$ cat src/common/mem_map_pkg.sv
package mem_map_pkg;

    // geometry of the data RAM
    localparam int RAM_INDEX_W    = 15;                 // word index bits
    localparam int RAM_WORDS      = 2 ** RAM_INDEX_W;   // 32768 words, 128 KiB
    localparam int BYTES_PER_WORD = 4;
    localparam int INDEX_LSB      = 2;                  // address bits below the word index

    // byte address as seen on the request
    typedef logic [31:0] addr_t;

    // one data word, little endian lanes
    typedef logic [31:0] word_t;

    // word index into the RAM, address bits 16..2
    typedef logic [RAM_INDEX_W-1:0] ram_index_t;

    // one enable per byte lane
    typedef logic [BYTES_PER_WORD-1:0] byte_en_t;

    // status word, bit 0 returns the trigger input
    localparam addr_t STATUS_ADDR = 32'h0000_0100;

endpackage
$ cat src/common/lsu_pkg.sv
package lsu_pkg;

    // access mode as carried on the request
    typedef logic [2:0] mode_t;

    localparam mode_t MODE_WORD   = 3'd1;
    localparam mode_t MODE_HALF   = 3'd2;   // signed for loads
    localparam mode_t MODE_BYTE   = 3'd3;   // signed for loads
    localparam mode_t MODE_HALF_U = 3'd4;
    localparam mode_t MODE_BYTE_U = 3'd5;

    // one access, valid for a single cycle
    typedef struct packed {
        logic               valid;
        logic               write;
        mode_t              mode;
        mem_map_pkg::addr_t addr;
        mem_map_pkg::word_t wdata;
    } mem_req_t;

    // response, one cycle after the request
    typedef struct packed {
        logic               valid;
        logic               write;       // echoed from the request
        logic               misaligned;
        mem_map_pkg::word_t rdata;
    } mem_rsp_t;

    // request context held across the pipeline register
    typedef struct packed {
        logic                               valid;
        logic                               write;
        logic                               misaligned;
        logic                               status_hit;
        mode_t                              mode;
        logic [mem_map_pkg::INDEX_LSB-1:0]  offset;     // byte offset in the word
        logic                               trigger;    // sampled in the request cycle
    } rsp_ctx_t;

endpackage

$ cat src/rtl/store_aligner.sv
`timescale 1ns/1ps

module store_aligner
(
    input  lsu_pkg::mode_t        st_mode,
    input  logic [1:0]            st_offset,
    input  mem_map_pkg::word_t    st_wdata,
    output mem_map_pkg::byte_en_t byte_en,
    output mem_map_pkg::word_t    lane_data
);

    // low bytes of the store data are replicated over the lanes, enables pick the target
    always_comb
    begin
        byte_en   = '0;
        lane_data = '0;
        case (st_mode)
            lsu_pkg::MODE_WORD:
            begin
                byte_en   = 4'b1111;
                lane_data = st_wdata;
            end
            lsu_pkg::MODE_HALF, lsu_pkg::MODE_HALF_U:
            begin
                byte_en   = 4'b0011 << st_offset;   // offset 0 or 2 when aligned
                lane_data = {2{st_wdata[15:0]}};
            end
            lsu_pkg::MODE_BYTE, lsu_pkg::MODE_BYTE_U:
            begin
                byte_en   = 4'b0001 << st_offset;
                lane_data = {4{st_wdata[7:0]}};
            end
            default:
            begin
                byte_en   = '0;                     // invalid mode stores nothing
                lane_data = '0;
            end
        endcase
    end

endmodule

$ cat config.mk
export PLATFORM = sky130hd
export DESIGN_NAME = store_aligner
export DESIGN_NICKNAME = d
export VERILOG_FILES = /design/src/common/mem_map_pkg.sv /design/src/common/lsu_pkg.sv /design/src/rtl/store_aligner.sv
export SDC_FILE = /design/constraint.sdc
export NUM_CORES = 1
export LEC_CHECK = 0
export BUFFER_PORTS_ARGS = -buffer_cell sky130_fd_sc_hd__buf_2
export CORE_MARGIN = 4
export CORE_UTILIZATION = 34
export DETAILED_ROUTE_END_ITERATION = 16
export GPL_ROUTABILITY_DRIVEN = 0
export PLACE_DENSITY_LB_ADDON = 0.15
export SLEW_MARGIN = 20
export SYNTH_ARGS = -nofsm -noshare
export SYNTH_HDL_FRONTEND = slang
export SYNTH_SLANG_ARGS = --single-unit
export TNS_END_PERCENT = 1
$ cat constraint.sdc
create_clock -name vclk -period 1.3
set_input_delay 0.195 -clock vclk [all_inputs]
set_output_delay 0.195 -clock vclk [all_outputs]
set_load 0.03 [all_outputs]
### Yosys cells after proc, flatten, opt, wreduce, memory -nomap -nowiden

Cells that the tools add are included.

| word-level totals | value |
|---|---|
| bits in writable memories | 0 |
| flip-flop bits (word level) | 0 |
| ROM bits | 0 |
| memories kept | 0 |
| latch bits | 0 |
| input port bits | 37 |

| operators by class | value |
|---|---|
| $add $sub $neg | 0 |
| order comparisons | 0 |
| equal/unequal tests | 5 |
| shifts and indexed selects | 2 |
| $mul | 0 |
| divide/modulo/power cells | 0 |
| bitwise logic cells | 0 |
| reduce and logical (&&, ||, !) cells | 2 |
| mux-type cells | 2 |

Operators by type and width:

| cell | count |
|---|---|
| case mux 32 bit (3 select lines) | 1 |
| case mux 4 bit (3 select lines) | 1 |
| == test 3 x 2 -> 1 bit (second input constant) | 2 |
| == test 3 bit (second input constant) | 2 |
| OR reduction 2 bit | 2 |
| << shifter 1 x 2 -> 4 bit (first input constant) | 1 |
| << shifter 2 x 2 -> 4 bit (first input constant) | 1 |
| == test 3 x 1 -> 1 bit (second input constant) | 1 |

### Longest topological paths before layout

| logic depth | value |
|---|---|
| depth after elaboration | 3 |
| mapped depth | 5 |
| depth with buffers taken out | 3 |

### Worst setup path before layout

No wires, ideal clock.

| timing path | value |
|---|---|
| path kind | input to output |
| start point | input port st_mode[0] |
| end point | output port byte_en[2] |
| data arrival time | 1.481 ns |
| setup slack | -0.376 ns |
| cell stages on the path | 5 |
| buffers on the path | 2 |
| cell sequence | buf_2 buf_2 nor3b_1 a21oi_1 o21ai_0 |

| on the way | value |
|---|---|
| longest elaborated chain between the ends | 3 |
| elaborated cells on any way between the ends | 8 |
| classes of those cells | eq/ne (5); mux (1); reduce/logical (2) |

Ends and longest elaborated chain:

| element | line | text |
|---|---|---|
| start: declaration | store_aligner.sv:5 | `input lsu_pkg::mode_t st_mode,` |
| == test 3 x 2 -> 1 bit / == test 3 bit (equally long branches) | store_aligner.sv:17 | `case (st_mode)` |
| OR reduction 2 bit | store_aligner.sv:17 |  |
| case mux 4 bit (3 select lines) * | store_aligner.sv:17 |  |
| end: declaration | store_aligner.sv:8 | `output mem_map_pkg::byte_en_t byte_en,` |

Every way passes the cells marked *; elsewhere a longest branch is shown, timed or not.

### Final worst setup path

| timing path | value |
|---|---|
| start point | input port st_mode[1] |
| end point | output port lane_data[31] |

| on the way | value |
|---|---|
| longest elaborated chain between the ends | 3 |
| elaborated cells on any way between the ends | 8 |
| classes of those cells | eq/ne (5); mux (1); reduce/logical (2) |

Ends and longest elaborated chain:

| element | line | text |
|---|---|---|
| == test 3 x 2 -> 1 bit / == test 3 bit (equally long branches) | store_aligner.sv:17 |  |
| OR reduction 2 bit | store_aligner.sv:17 |  |
| case mux 32 bit (3 select lines) * | store_aligner.sv:17 |  |
| end: declaration | store_aligner.sv:9 | `output mem_map_pkg::word_t lane_data` |

Marks and branches as above.

==> results.sh <==
export IMPL_status="complete, no violations"
export IMPL_slew_violations=0
export IMPL_wire_per_inst_um=13.1
export IMPL_multi_input_area_um2=589
export IMPL_fin_hold_ws_ns=0.697
export IMPL_die_width_um=48.8
export IMPL_drive_above_1_share_pct=67.7
export IMPL_period_share_pct=96.9
export IMPL_grt_pass1_vias=849
export IMPL_wl_um=2360
export IMPL_irDropWorstVdd_uv=340
export IMPL_overflow=0
export IMPL_hold_viol=0
export IMPL_drc=0
export IMPL_die_y_um=48.8
export IMPL_ioPinCount=73
export IMPL_placed_area_um2=971
export IMPL_cp_required_ns=1.11
export IMPL_start_util_pct=36.7
export IMPL_fp_dieArea_mm2=0.00238
export IMPL_layout_cells_non_filler=180
export IMPL_yosysSeqAreaShare_pct=0
export IMPL_nFlopsAndLatches=0
export IMPL_nFillCells=136
export IMPL_dpl_hpwl_um=1840
export IMPL_ant_nets=0
export IMPL_yosysWarnings=0
export IMPL_port_buffers=73
export IMPL_viasPerCell=5.09
export IMPL_synth_cell_type_count=22
export IMPL_layout_area_seq_um2=0
export IMPL_path_cells="buf_4, xnor2_4, buf_6, nor2_2, a21o_2, buf_2"
export IMPL_place_inst=179
export IMPL_netlist_area_um2=566
export IMPL_area_delta_synth_final_pct=98.7
export IMPL_rows=14
export IMPL_synthesis_nets=125
export IMPL_max_slew_margin_pct=82.9
export IMPL_nClkBuffers=0
export IMPL_antenna_found_initial=0
export IMPL_syn_area_per_cell_um2=6.43
export IMPL_setup_violations=0
export IMPL_ctsHoldBuffers=0
export IMPL_cp_max_fo=6
export IMPL_hold_path_class="input port to output pin"
export IMPL_hp_start="st_wdata[26]"
export IMPL_cap_viol_max_count=0
export IMPL_antenna_diode_count=0
export IMPL_worstSetupStartpointType="input port"
export IMPL_cp_end_kind="output pin"
export IMPL_arrival_ns=1.07
export IMPL_period_needed_ns=1.26
export IMPL_cellLeakagePower_nw=0.696
export IMPL_grt_pass1_wl_um=3750
export IMPL_hold_end="lane_data[26]"
export IMPL_syn_inst=88
export IMPL_holdPathStages=3
export IMPL_design_area_mm2=0.00112
export IMPL_finalPower_mw=0.669
export IMPL_nets=203
export IMPL_crit_type="input port to output pin"
export IMPL_grt_usage_pct=18.1
export IMPL_worst_pin_slew_ns=0.256
export IMPL_grt_max_degree=17
export IMPL_power_density_mw_per_mm2=595
export IMPL_cp_slowest_cell="a21o_2"
export IMPL_coreArea_mm2=0.00154
export IMPL_slowest_delay_ns=0.18
export IMPL_drt_iter0_drc=8
export IMPL_vias=916
export IMPL_fmax_mhz=793
export IMPL_drt_pass1_iter_count=4
==> cells by family (layout without fill, tap and decap cells) <==
family / after synthesis / count (layout) / share of synthesized area [%]
compound gates: 30 / 30 / 38.1
xor+xnor: 1 / 1 / 1.55
simple gates: 42 / 43 / 38.5
mux: 8 / 8 / 14.2
buf+inv: 7 / 82 / 7.74
==> worst max path at each step <==
stage                    start       endpoint  depth (start not counted)
detailed placement  st_mode[2]   lane_data[2]                          5
finish              st_mode[1]  lane_data[31]                          6
CTS                 st_mode[2]     byte_en[0]                          5
global route        st_mode[0]  lane_data[11]                          6
floorplan           st_mode[0]     byte_en[1]                          3
global placement    st_mode[2]   lane_data[2]                          5
==> metrics by stage <==
step	setup TNS, ns	setup WS, ns	utilization [%]
after floorplan	-0.0265	-0.0112	-
after global placement	-4.14	-0.207	63.0
after detailed placement	-5.22	-0.233	63.0
after CTS	-0.0211	-0.00623	65.7
after global routing	-0.0202	-0.0153	72.9
final	0	0.0397	72.9
==> placed cells by master (no fill, tap or decap), types with 2 or more instances in the layout <==
master	netlist	final
buf_2	2	57
a21o_2	15	15
buf_6	2	11
nand2_1	10	10
buf_4	0	10
and2_1	9	8
nand3_1	8	8
mux2i_1	8	7
o21ai_0	11	6
nor2_1	9	4
o21ai_1	0	4
nor2_2	0	4
and2_4	0	3
nor2_4	1	2
and2b_4	1	2
inv_1	2	2
==> critical path, delay by kind of cell <==
family                 cells  cell delay (ns)
AO/OA/AOI/OAI              1             0.18
buffers and inverters      3             0.47
XOR/XNOR                   1             0.16
AND/OR/NAND/NOR            1             0.05
==> power breakdown <==
group,switching (mW),internal (mW)
clock,0,0
combinational,0.391,0.278
sequential,0,0
total,0.391,0.278
==> synthesized netlist by cell type (all sizes together) <==
cell	number	area share, %
clkbuf	1	0.66
and2b	2	3.3
a211o	1	1.5
a21oi	1	0.88
and2	10	11
inv	2	1.3
nor3b	1	1.3
o211ai	1	1.3
mux2i	8	14
nor3	1	0.88
nand3	8	7.1
buf	4	5.8
o21ai	11	9.7
nand2	10	6.6
a21o	16	25
xnor2	1	1.5
nor2	10	8.0
==> area by class of cell <==
cell class	instances	share of cell area (%)
well taps	16	1.78
repair buffers	80	45.1
multi-input cells	82	52.4
inverters	2	0.668
==> repair_timing <==
item                                    in CTS  in global routing
buffers inserted                             0                  0
pin swaps                                    0                  3
resized for setup                           13                 45
endpoints found under the setup margin      25                 32
gates cloned                                 0                  1
==> metal layers <==
layer | vias to the layer above | GRT usage (%) | wire length (um)
li1 | 468 | - | -
met1 | 415 | 21.4 | 904
met2 | 33 | 35.7 | 1300
met3 | 0 | 1.83 | 150
met4 | 0 | 1.35 | 0
met5 | - | 0 | 0
Note: power is estimated with default switching activity, not from simulation.
