**config.mk**
```make
export PLATFORM = sky130hd
export DESIGN_NAME = load_extender
export DESIGN_NICKNAME = d
export VERILOG_FILES = /design/src/common/mem_map_pkg.sv /design/src/common/lsu_pkg.sv /design/src/rtl/load_extender.sv
export SDC_FILE = /design/constraint.sdc
export NUM_CORES = 1
export LEC_CHECK = 0
export ABC_AREA = 1
export BUFFER_PORTS_ARGS = -buffer_cell sky130_fd_sc_hd__buf_2
export CORE_UTILIZATION = 43
export DETAILED_ROUTE_END_ITERATION = 8
export PLACE_DENSITY = 0.83
export SLEW_MARGIN = 20
export SYNTH_ARGS = -nofsm -noshare
export SYNTH_HDL_FRONTEND = slang
export SYNTH_SLANG_ARGS = --single-unit
```
**constraint.sdc**
```tcl
create_clock -name vclk -period 1.4
set_input_delay 0.21 -clock vclk [all_inputs]
set_output_delay 0.21 -clock vclk [all_outputs]
set_load 0.02 [all_outputs]
```
**src/common/mem_map_pkg.sv**
```systemverilog
package mem_map_pkg;

    // geometry of the data RAM
    localparam int RAM_INDEX_W    = 15;                 // word index bits
    localparam int RAM_WORDS      = 2 ** RAM_INDEX_W;   // 32768 words, 128 KiB
    localparam int BYTES_PER_WORD = 4;
    localparam int INDEX_LSB      = 2;                  // address bits below the word index

    // byte address as seen on the request
    typedef logic [31:0] addr_t;

    // one data word, little endian lanes
    typedef logic [31:0] word_t;

    // word index into the RAM, address bits 16..2
    typedef logic [RAM_INDEX_W-1:0] ram_index_t;

    // one enable per byte lane
    typedef logic [BYTES_PER_WORD-1:0] byte_en_t;

    // status word, bit 0 returns the trigger input
    localparam addr_t STATUS_ADDR = 32'h0000_0100;

endpackage
```
**src/common/lsu_pkg.sv**
```systemverilog
package lsu_pkg;

    // access mode as carried on the request
    typedef logic [2:0] mode_t;

    localparam mode_t MODE_WORD   = 3'd1;
    localparam mode_t MODE_HALF   = 3'd2;   // signed for loads
    localparam mode_t MODE_BYTE   = 3'd3;   // signed for loads
    localparam mode_t MODE_HALF_U = 3'd4;
    localparam mode_t MODE_BYTE_U = 3'd5;

    // one access, valid for a single cycle
    typedef struct packed {
        logic               valid;
        logic               write;
        mode_t              mode;
        mem_map_pkg::addr_t addr;
        mem_map_pkg::word_t wdata;
    } mem_req_t;

    // response, one cycle after the request
    typedef struct packed {
        logic               valid;
        logic               write;       // echoed from the request
        logic               misaligned;
        mem_map_pkg::word_t rdata;
    } mem_rsp_t;

    // request context held across the pipeline register
    typedef struct packed {
        logic                               valid;
        logic                               write;
        logic                               misaligned;
        logic                               status_hit;
        mode_t                              mode;
        logic [mem_map_pkg::INDEX_LSB-1:0]  offset;     // byte offset in the word
        logic                               trigger;    // sampled in the request cycle
    } rsp_ctx_t;

endpackage

```
**src/rtl/load_extender.sv**
```systemverilog
`timescale 1ns/1ps

module load_extender
(
    input  lsu_pkg::rsp_ctx_t  ctx,
    input  mem_map_pkg::word_t rd_word,
    output lsu_pkg::mem_rsp_t  rsp
);

    logic [7:0]         lane8;
    logic [15:0]        lane16;
    logic               mode_ok;
    mem_map_pkg::word_t load_data;

    assign lane8  = rd_word[{ctx.offset, 3'b000} +: 8];          // byte at the offset
    assign lane16 = rd_word[{ctx.offset[1], 4'b0000} +: 16];     // half at offset 0 or 2

    always_comb
    begin
        mode_ok   = 1'b1;
        load_data = '0;
        case (ctx.mode)
            lsu_pkg::MODE_WORD:
                load_data = rd_word;
            lsu_pkg::MODE_HALF:
                load_data = {{16{lane16[15]}}, lane16};
            lsu_pkg::MODE_HALF_U:
                load_data = {16'b0, lane16};
            lsu_pkg::MODE_BYTE:
                load_data = {{24{lane8[7]}}, lane8};
            lsu_pkg::MODE_BYTE_U:
                load_data = {24'b0, lane8};
            default:
                mode_ok = 1'b0;
        endcase
    end

    assign rsp.valid      = ctx.valid;
    assign rsp.write      = ctx.write;
    assign rsp.misaligned = ctx.misaligned;

    always_comb
    begin
        if (ctx.write || ctx.misaligned || !mode_ok)
            rsp.rdata = '0;                         // nothing to return
        else if (ctx.status_hit)
            rsp.rdata = {31'b0, ctx.trigger};       // status word
        else
            rsp.rdata = load_data;
    end

endmodule

```
==> flow_summary.yaml, run 1 <==
die:
  io_pins: 77
  start_util: 0.4656
  die_w_um: 51.65
  die_y_um: 51.65
  rows: 17
placement:
  dp_cells: 333
  post-dp-hpwl_um: 2879
  place_ws_ps: -243.5
  place_congestion: 0.8335
  port_buffers: 75
logic_synthesis:
  syn_avg_cell_area_um2: 4.731
  synthDominantCellAreaShare: 0.2125
  synth.most_common_cell: "nand2_1"
  synth_nets: 266
  ys_seq_area_frac: 0
  ys_warn_count: 0
  syn_inst: 224
  ys_top_cells_by_area: "nand2_1 (21%), inv_1 (12%), nor2_1 (11%), nand3_1 (9.4%), a21oi_1 (8.5%)"
  synth_top_area_cell: "nand2_1"
  synthTopCellsByCount: "nand2_1 (60), inv_1 (35), nor2_1 (32)"
  ys_types: 21
  syn_area_um2: 1060
run_status:
  tool.error: "[ERROR GRT-0232] Routing congestion too high. Check the congestion heatmap in the GUI."
  status: "stopped before the end"
  stop_stage: "5_1_grt"
global_routing:
  grt_max_degree: 25
  overflow: 144
  track_usage: 0.8023
sta:
  worst_endpoint_kind: "top-level output"
  postGrtWorstEndpoint: "rsp[30]"
clock_tree:
  cts_hold_buf: 0
## routing by layer
metal | global-route usage | overflow
met1 | 0.6823 | 1
met2 | 1.173 | 101
met3 | 0.4415 | 0
met4 | 1.050 | 42
met5 | 0 | 0
## per-stage QoR
stage          utilization  hold slack (ps)  TNS [ps]  area [µm²]
4_1_cts             0.8356            420.1     -1683        1902
3_5_place_dp        0.6839            420.1     -6334        1556
3_3_place_gp        0.6839            420.1     -5266        1556
2_1_floorplan            -            532.6    -963.6        1060
## repair_timing
item	CTS
endpoints found under the setup margin	32
resized for setup	120
pin swaps	17
buffers inserted	4
cloned	2
## kinds of logic after synthesis
family,after synthesis,synth area share
and+or+nand+nor,125,0.5360
buffers and inverters,54,0.2397
AOI/OAI and AO/OA,45,0.2243
==> run 2, diff against run 1 <==
CORE_AREA = 2 2 63 65   (was not set)
CORE_UTILIZATION = not set   (was 43)
DIE_AREA = 0 0 65 67   (was not set)
PLACE_DENSITY = not set   (was 0.83)
PLACE_DENSITY_LB_ADDON = 0.15   (was not set)
==> run 2 against run 1 <==
Effect of this change: the flow now finishes, with violations (setup timing); synthesized cell count is the same; area after synthesis is the same.
==> flow_summary.yaml, run 2 <==
run_status:
  status: "finished with violations"
  violations: "setup timing"
logic_synthesis:
  ys_types: 21
  ys_seq_area_frac: 0
  synthTopCellsByCount: "nand2_1 (60), inv_1 (35), nor2_1 (32)"
  synthDominantCellAreaShare: 0.2125
  syn_avg_cell_area_um2: 4.731
  syn_inst: 224
  synth_top_area_cell: "nand2_1"
  syn_area_um2: 1060
  synth.most_common_cell: "nand2_1"
  ys_top_cells_by_area: "nand2_1 (21%), inv_1 (12%), nor2_1 (11%), nand3_1 (9.4%), a21oi_1 (8.5%)"
  synth_nets: 266
  ys_warn_count: 0
detailed_routing:
  via_per_inst: 4.796
  drt_first_pass_iters: 5
  drt-total-wl_um: 4704
  routedWlPerCell_um: 12.78
  drc: 0
  drtIter0Drc: 56
  via_count: 1765
  drtAntennaViolNets: 0
sta:
  max_slew_margin: 0.7821
  min_period_over_period: 1.096
  setup_viol: 32
  finalSetupTns_ps: -2966
  slew_violations: 0
  finalWorstSetupSlack_ps: -134.8
  grt_setup_unrepaired: "true"
  fin_crit_ps: 1535
  tightest_slew_ps: 323.4
  final_hold_viol_count: 0
  max_freq_mhz: 651.6
worst_setup_path:
  crit_slowest_cell: "or2_4"
  worstSetupStartpointType: "input pin"
  crit_type: "input pin to output pin"
  cp_num_cells: 11
  cp_cell_sequence: "buf_12 > inv_6 > nand2_2 > o21ai_2 > or2_4 > buf_12 > buf_16 > nand3_1 > nand2_4 > inv_2 > buf_6"
  worstPathRequired_ps: 1190
  worstPathMaxFanout: 8
  end_kind: "output pin"
  crit_arrival_ps: 1320
  crit_top_cell: "buf_12"
  path_buf_inv: 6
  crit_family: "buffers and inverters"
  cp_slowest_stage_delay_ps: 250
min_path:
  holdPathStages: 0
  hp-class: "input pin to output pin"
finish:
  fillers: 344
  fin_nets: 364
  design.seq.count: 0
  area_growth_pct: 124.0
  final_common_cell: "buf_2"
  post-route-util: 0.6582
  nClkBuffers: 0
  diodes: 0
  ff_latch_area_um2: 0
  layout-drive-gt1-share: 0.6219
  layout_common_cells: "buf_2 (38), nand2_1 (35), buf_6 (32)"
die:
  rows: 22
  io_pins: 77
  core-area_um2: 3606
  die_y_um: 67
  die_w_um: 65
  start_util: 0.2939
  die-area_um2: 4355
placement:
  post-dp-hpwl_um: 2990
  place_ws_ps: -238.3
  port_buffers: 75
  place_congestion: 0.8994
power_and_ir_drop:
  power_switching_w: 0.0003080
  max-vdd-ir-drop_v: 0.0001693
  pwr-share-comb: 1.000
  internal-power_w: 0.0002779
  power_frac_seq: 0
  power_density_nw_per_um2: 246.8
  leakagePower_nw: 1.443
  netSwitchingFraction: 0.5256
  clockPowerShare: 0
global_routing:
  antenna_found_initial: 0
  grt_pass1_vias: 1547
  busiest_layer: "met2"
  grt_max_degree: 15
  grt_use_met3: 0.01182
  met2_usage: 0.3582
  overflow: 0
  track_usage: 0.1829
  grt_util_met1: 0.2240
  grt_pass1_wl_um: 6541
clock_tree:
  cts_hold_buf: 0
run:
  maxCapViolCount: 0
==> run 2: cell families after synthesis <==
| family | synth area share |
|---|---|
| simple gates | 0.5360 |
| buf+inv | 0.2397 |
| compound gates | 0.2243 |
==> run 2: timing repair <==
action / 4_1_cts / 5_1_grt
endpoints found under the setup margin: 32 / 32
cloned: 1 / 4
buffers inserted: 6 / 5
gates resized for setup: 90 / 106
pin swaps: 5 / 30
==> run 2: area by class of cell <==
cell class,instances,area (µm²),share of cell area
Multi-Input combinational cell,170,1087,0.4581
Tap cell,48,60.06,0.02530
Timing Repair Buffer,110,1039,0.4375
Inverter,40,187.7,0.07907
==> run 2: through the flow <==
step	cells	instance area [µm²]	total power, W	hold slack (ps)
after floorplan	224	1060	0.0002296	532.6
after global placement	353	1607	0.0003915	420.1
after detailed placement	353	1607	0.0003902	420.1
after CTS	360	1952	0.0004622	420.1
after global routing	368	2374	0.0006358	420.1
final	368	2374	0.0005859	420.0
==> run 2: per-layer routing <==
metal / up-vias / wire (µm)
li1: 894 / -
met1: 799 / 1885
met2: 66 / 2452
met3: 6 / 315
met4: 0 / 50
met5: - / 0
==> run 2: path summary, 6_finish.rpt <==
kind	start	end	slack, ps
worst max-delay path	ctx[2]	rsp[15]	-130
worst min-delay path	ctx[9]	rsp[34]	420
==> run 2: power groups by stage <==
stage / clock network [W] / registers [W] / logic [W]
after floorplan: 0 / 0 / 0.000230
after global placement: 0 / 0 / 0.000392
after detailed placement: 0 / 0 / 0.000390
after CTS: 0 / 0 / 0.000462
after global routing: 0 / 0 / 0.000636
final: 0 / 0 / 0.000586
No activity file was read; power rests on OpenSTA's default activity.
==> run 3, diff against run 2 <==
CELL_PAD_IN_SITES_DETAIL_PLACEMENT = 1   (was not set)
CELL_PAD_IN_SITES_GLOBAL_PLACEMENT = 2   (was not set)
CORE_AREA = not set   (was 2 2 63 65)
CORE_UTILIZATION = 19   (was not set)
DIE_AREA = not set   (was 0 0 65 67)
clock period = 1.9 ns   (was 1.4 ns; I/O delays follow)
==> run 3 against run 2 <==
Effect of this change: the run now ends clean; worst hold slack better by 150 ps; clock-buffer cell count stayed put; first-iteration DRC count up 3.6%; die area is 35% higher; critical endpoint is now rsp[10].
==> flow_summary.yaml, run 3 (synthesis gave the netlist of run 2 again) <==
run_status:
  status: "complete, no violations"
die:
  io_pins: 77
  die_w_um: 76.69
  rows: 26
  core-area_um2: 5238
  die-area_um2: 5881
  die_y_um: 76.69
  start_util: 0.2023
clock_tree:
  cts_hold_buf: 0
  post_cts_resized: 0
  cts_setup_buffers: 0
finish:
  fillers: 761
  diodes: 0
  layout-drive-gt1-share: 0.3600
  post-route-util: 0.2977
  final_common_cell: "buf_2"
  layout_common_cells: "buf_2 (74), nand2_1 (59), inv_1 (35)"
  nClkBuffers: 0
  stdcell_count: 370
  fin_nets: 344
  area_growth_pct: 47.11
  ff_latch_area_um2: 0
  design.seq.count: 0
detailed_routing:
  via_count: 1607
  drtIter0Drc: 58
  via_per_inst: 4.343
  drt-total-wl_um: 4527
  drt_first_pass_iters: 4
  routedWlPerCell_um: 12.24
  drtAntennaViolNets: 0
  drc: 0
power_and_ir_drop:
  leakagePower_nw: 1.068
  clockPowerShare: 0
  power_switching_w: 0.0001689
  netSwitchingFraction: 0.5961
  pwr-share-comb: 1.000
  internal-power_w: 0.0001144
  power_frac_seq: 0
  max-vdd-ir-drop_v: 0.00004964
  power_density_nw_per_um2: 181.7
global_routing:
  grt_pass1_wl_um: 7624
  grt_util_met1: 0.2170
  grt_pass1_vias: 1627
  track_usage: 0.1545
  busiest_layer: "met2"
  grt_use_met3: 0.01190
  grt_max_degree: 18
  antenna_found_initial: 0
  overflow: 0
  met2_usage: 0.2688
sta:
  max_freq_mhz: 561.3
  max_slew_margin: 0.8078
  setup_viol: 0
  fin_crit_ps: 1782
  tightest_slew_ps: 285.2
  finalWorstSetupSlack_ps: 118.4
  final_hold_viol_count: 0
  grt_setup_unrepaired: "true"
  min_period_over_period: 0.9377
  slew_violations: 0
worst_setup_path:
  worstPathRequired_ps: 1620
  crit_type: "input pin to output pin"
  crit_family: "buffers and inverters"
  worstPathMaxFanout: 6
  cp_slowest_stage_delay_ps: 290
  path_buf_inv: 3
  worstSetupStartpointType: "input pin"
  crit_slowest_cell: "or2_2"
  crit_arrival_ps: 1500
  cp_cell_sequence: "buf_2 > buf_4 > or2_2 > o21ai_0 > nor2_1 > a21oi_1 > a21oi_1 > buf_2"
  end_kind: "output pin"
placement:
  post-dp-hpwl_um: 3836
  port_buffers: 75
  dp_cells: 370
  place_ws_ps: 66.66
  place_congestion: 0.7953
run:
  maxCapViolCount: 0
min_path:
  hp-class: "input pin to output pin"
-- run 3: final cells by class --
| class | count | area, µm² | area share |
|---|---|---|---|
| Multi-Input combinational cell | 170 | 813.3 | 0.5217 |
| Inverter | 40 | 155.1 | 0.09952 |
| Tap cell | 70 | 87.58 | 0.05618 |
| Timing Repair Buffer | 90 | 503.0 | 0.3226 |
-- run 3: per-stage QoR --
stage | area, µm² | TNS [ps] | total power, W | hold slack (ps)
3_5_place_dp | 1546 | 0 | 0.0002824 | 570.3
6_report | 1559 | 0 | 0.0002833 | 570.2
2_1_floorplan | 1060 | 0 | 0.0001692 | 682.6
5_1_grt | 1559 | -22.64 | 0.0003188 | 570.1
4_1_cts | 1546 | 0 | 0.0002840 | 570.3
3_3_place_gp | 1546 | -2.866 | 0.0002823 | 570.3
-- run 3: power groups by stage --
stage          Combinational [W]  Sequential (W)  Clock [W]
4_1_cts                 0.000284               0          0
6_report                0.000283               0          0
5_1_grt                 0.000319               0          0
3_3_place_gp            0.000282               0          0
3_5_place_dp            0.000282               0          0
2_1_floorplan           0.000169               0          0
-- run 3: path summary, 6_finish.rpt --
kind | end | depth (start not counted) | startpoint
worst min-delay path | rsp[34] | 0 | ctx[9]
worst max-delay path | rsp[10] | 8 | ctx[2]
-- run 3: layer usage --
| layer | wire [µm] | vias up |
|---|---|---|
| li1 | - | 850 |
| met2 | 2009 | 46 |
| met4 | 0 | 0 |
| met3 | 204 | 0 |
| met1 | 2313 | 711 |
| met5 | 0 | - |
==> run 4, diff against run 3 <==
--- a/config.mk
+++ b/config.mk
@@ -7,4 +7,5 @@
 export LEC_CHECK = 0
 export ABC_AREA = 1
+export ABC_CLOCK_PERIOD_IN_PS = 1900
 export BUFFER_PORTS_ARGS = -buffer_cell sky130_fd_sc_hd__buf_2
 export CELL_PAD_IN_SITES_DETAIL_PLACEMENT = 1
==> constraint.sdc (replaced) <==
create_clock -name vclk -period 1.9
set_input_delay 0.19 -clock vclk [all_inputs]
set_output_delay 0.19 -clock vclk [all_outputs]
set_load 0.02 [all_outputs]
==> run 4 against run 3 <==
Effect of this change: total power is 5.2% lower; clock-buffer cell count unchanged; setup slack improved by 59 ps; first-iteration DRC count fell by 36%; routed wire length decreased by 4.4%; via count is 4.6% lower; critical path type unchanged; critical endpoint is now rsp[14]; largest cell class unchanged; largest power group unchanged.
==> flow_summary.yaml, run 4 (synthesis gave the netlist of run 2 again) <==
finish:
  fillers: 767
  final_common_cell: "buf_2"
  design.seq.count: 0
  fin_nets: 335
  area_growth_pct: 40.73
  diodes: 0
  post-route-util: 0.2848
  layout_common_cells: "buf_2 (75), nand2_1 (60), inv_1 (35)"
  nClkBuffers: 0
  layout-drive-gt1-share: 0.3402
  ff_latch_area_um2: 0
sta:
  min_period_over_period: 0.9067
  fin_crit_ps: 1723
  max_freq_mhz: 580.5
  setup_viol: 0
  max_slew_margin: 0.7110
  tightest_slew_ps: 431.9
  finalWorstSetupSlack_ps: 177.2
  finalSetupTns_ps: 0
  grt_setup_unrepaired: "false"
  final_hold_viol_count: 0
  slew_violations: 0
placement:
  post-dp-hpwl_um: 3676
  place_ws_ps: 185.8
  port_buffers: 75
  place_congestion: 0.7701
detailed_routing:
  routedWlPerCell_um: 11.99
  via_per_inst: 4.247
  drt_first_pass_iters: 4
  drt-total-wl_um: 4328
  via_count: 1533
  drtIter0Drc: 37
  drtAntennaViolNets: 0
  drc: 0
worst_setup_path:
  end_kind: "output pin"
  worstSetupStartpointType: "input pin"
  worstPathMaxFanout: 24
  setup.worst_path.end: "rsp[14]"
  critPathLaunch: "ctx[2]"
  crit_type: "input pin to output pin"
  crit_arrival_ps: 1530
  worstPathRequired_ps: 1710
power_and_ir_drop:
  leakagePower_nw: 1.021
  internal-power_w: 0.0001058
  power_frac_seq: 0
  power_switching_w: 0.0001629
  pwr-share-comb: 1.000
  power_w: 0.0002687
  clockPowerShare: 0
  netSwitchingFraction: 0.6063
  power_density_nw_per_um2: 180.1
  max-vdd-ir-drop_v: 0.00005339
global_routing:
  grt_pass1_wl_um: 7486
  grt_pass1_vias: 1547
  track_usage: 0.1518
  overflow: 0
  grt_max_degree: 25
  antenna_found_initial: 0
clock_tree:
  post_cts_resized: 0
  cts_setup_buffers: 0
  cts_hold_buf: 0
die:
  die_w_um: 76.69
  core-area_um2: 5238
  io_pins: 77
  die_y_um: 76.69
  start_util: 0.2023
  rows: 26
  die-area_um2: 5881
min_path:
  hp-class: "input pin to output pin"
run:
  maxCapViolCount: 0
run_status:
  status: "complete, no violations"
[run 4: worst max-delay path, cell delays in order]
cell and delay (ps):
buf_2 110, buf_4 170, a21oi_1 110, o21ai_0 80
nand2_1 100, nand2_2 270, a21oi_1 300, buf_2 200
[run 4: through the flow]
step | hold WS (ps) | area (µm²) | instances
finish | 380.2 | 1491 | 361
global route | 380.1 | 1491 | 361
CTS | 380.3 | 1491 | 361
detailed placement | 380.3 | 1491 | 361
global placement | 380.3 | 1491 | 361
floorplan | 492.6 | 1060 | 224
[run 4: metal layers]
metal  up-vias  global-route usage  share of wire  routed length [µm]
li1        832                   -              -                   -
met1       656              0.2128           0.50                2162
met2        45              0.2634           0.45                1969
met3         0             0.01429          0.045                 196
met4         0                   0              0                   0
met5         -                   0              0                   0
[run 4: worst min path at each step]
| stage | depth (start not counted) | start | endpoint |
|---|---|---|---|
| after global routing | 0 | ctx[9] | rsp[34] |
| final | 0 | ctx[9] | rsp[34] |
| after CTS | 0 | ctx[9] | rsp[34] |
| after floorplan | 1 | ctx[7] | rsp[32] |
| after global placement | 0 | ctx[9] | rsp[34] |
| after detailed placement | 0 | ctx[9] | rsp[34] |
[run 4: layout make-up]
cell class | instances | area, µm² | share of cell area
inverter | 40 | 152.6 | 0.1023
multi-input combinational | 170 | 805.8 | 0.5403
tap | 70 | 87.58 | 0.05872
timing repair buffer | 81 | 445.4 | 0.2987
[run 4: power groups by stage]
stage	registers, W	logic (W)	clock network (W)
after floorplan	0	0.000169	0
after global placement	0	0.000271	0
after detailed placement	0	0.000272	0
after CTS	0	0.000273	0
after global routing	0	0.000306	0
final	0	0.000269	0
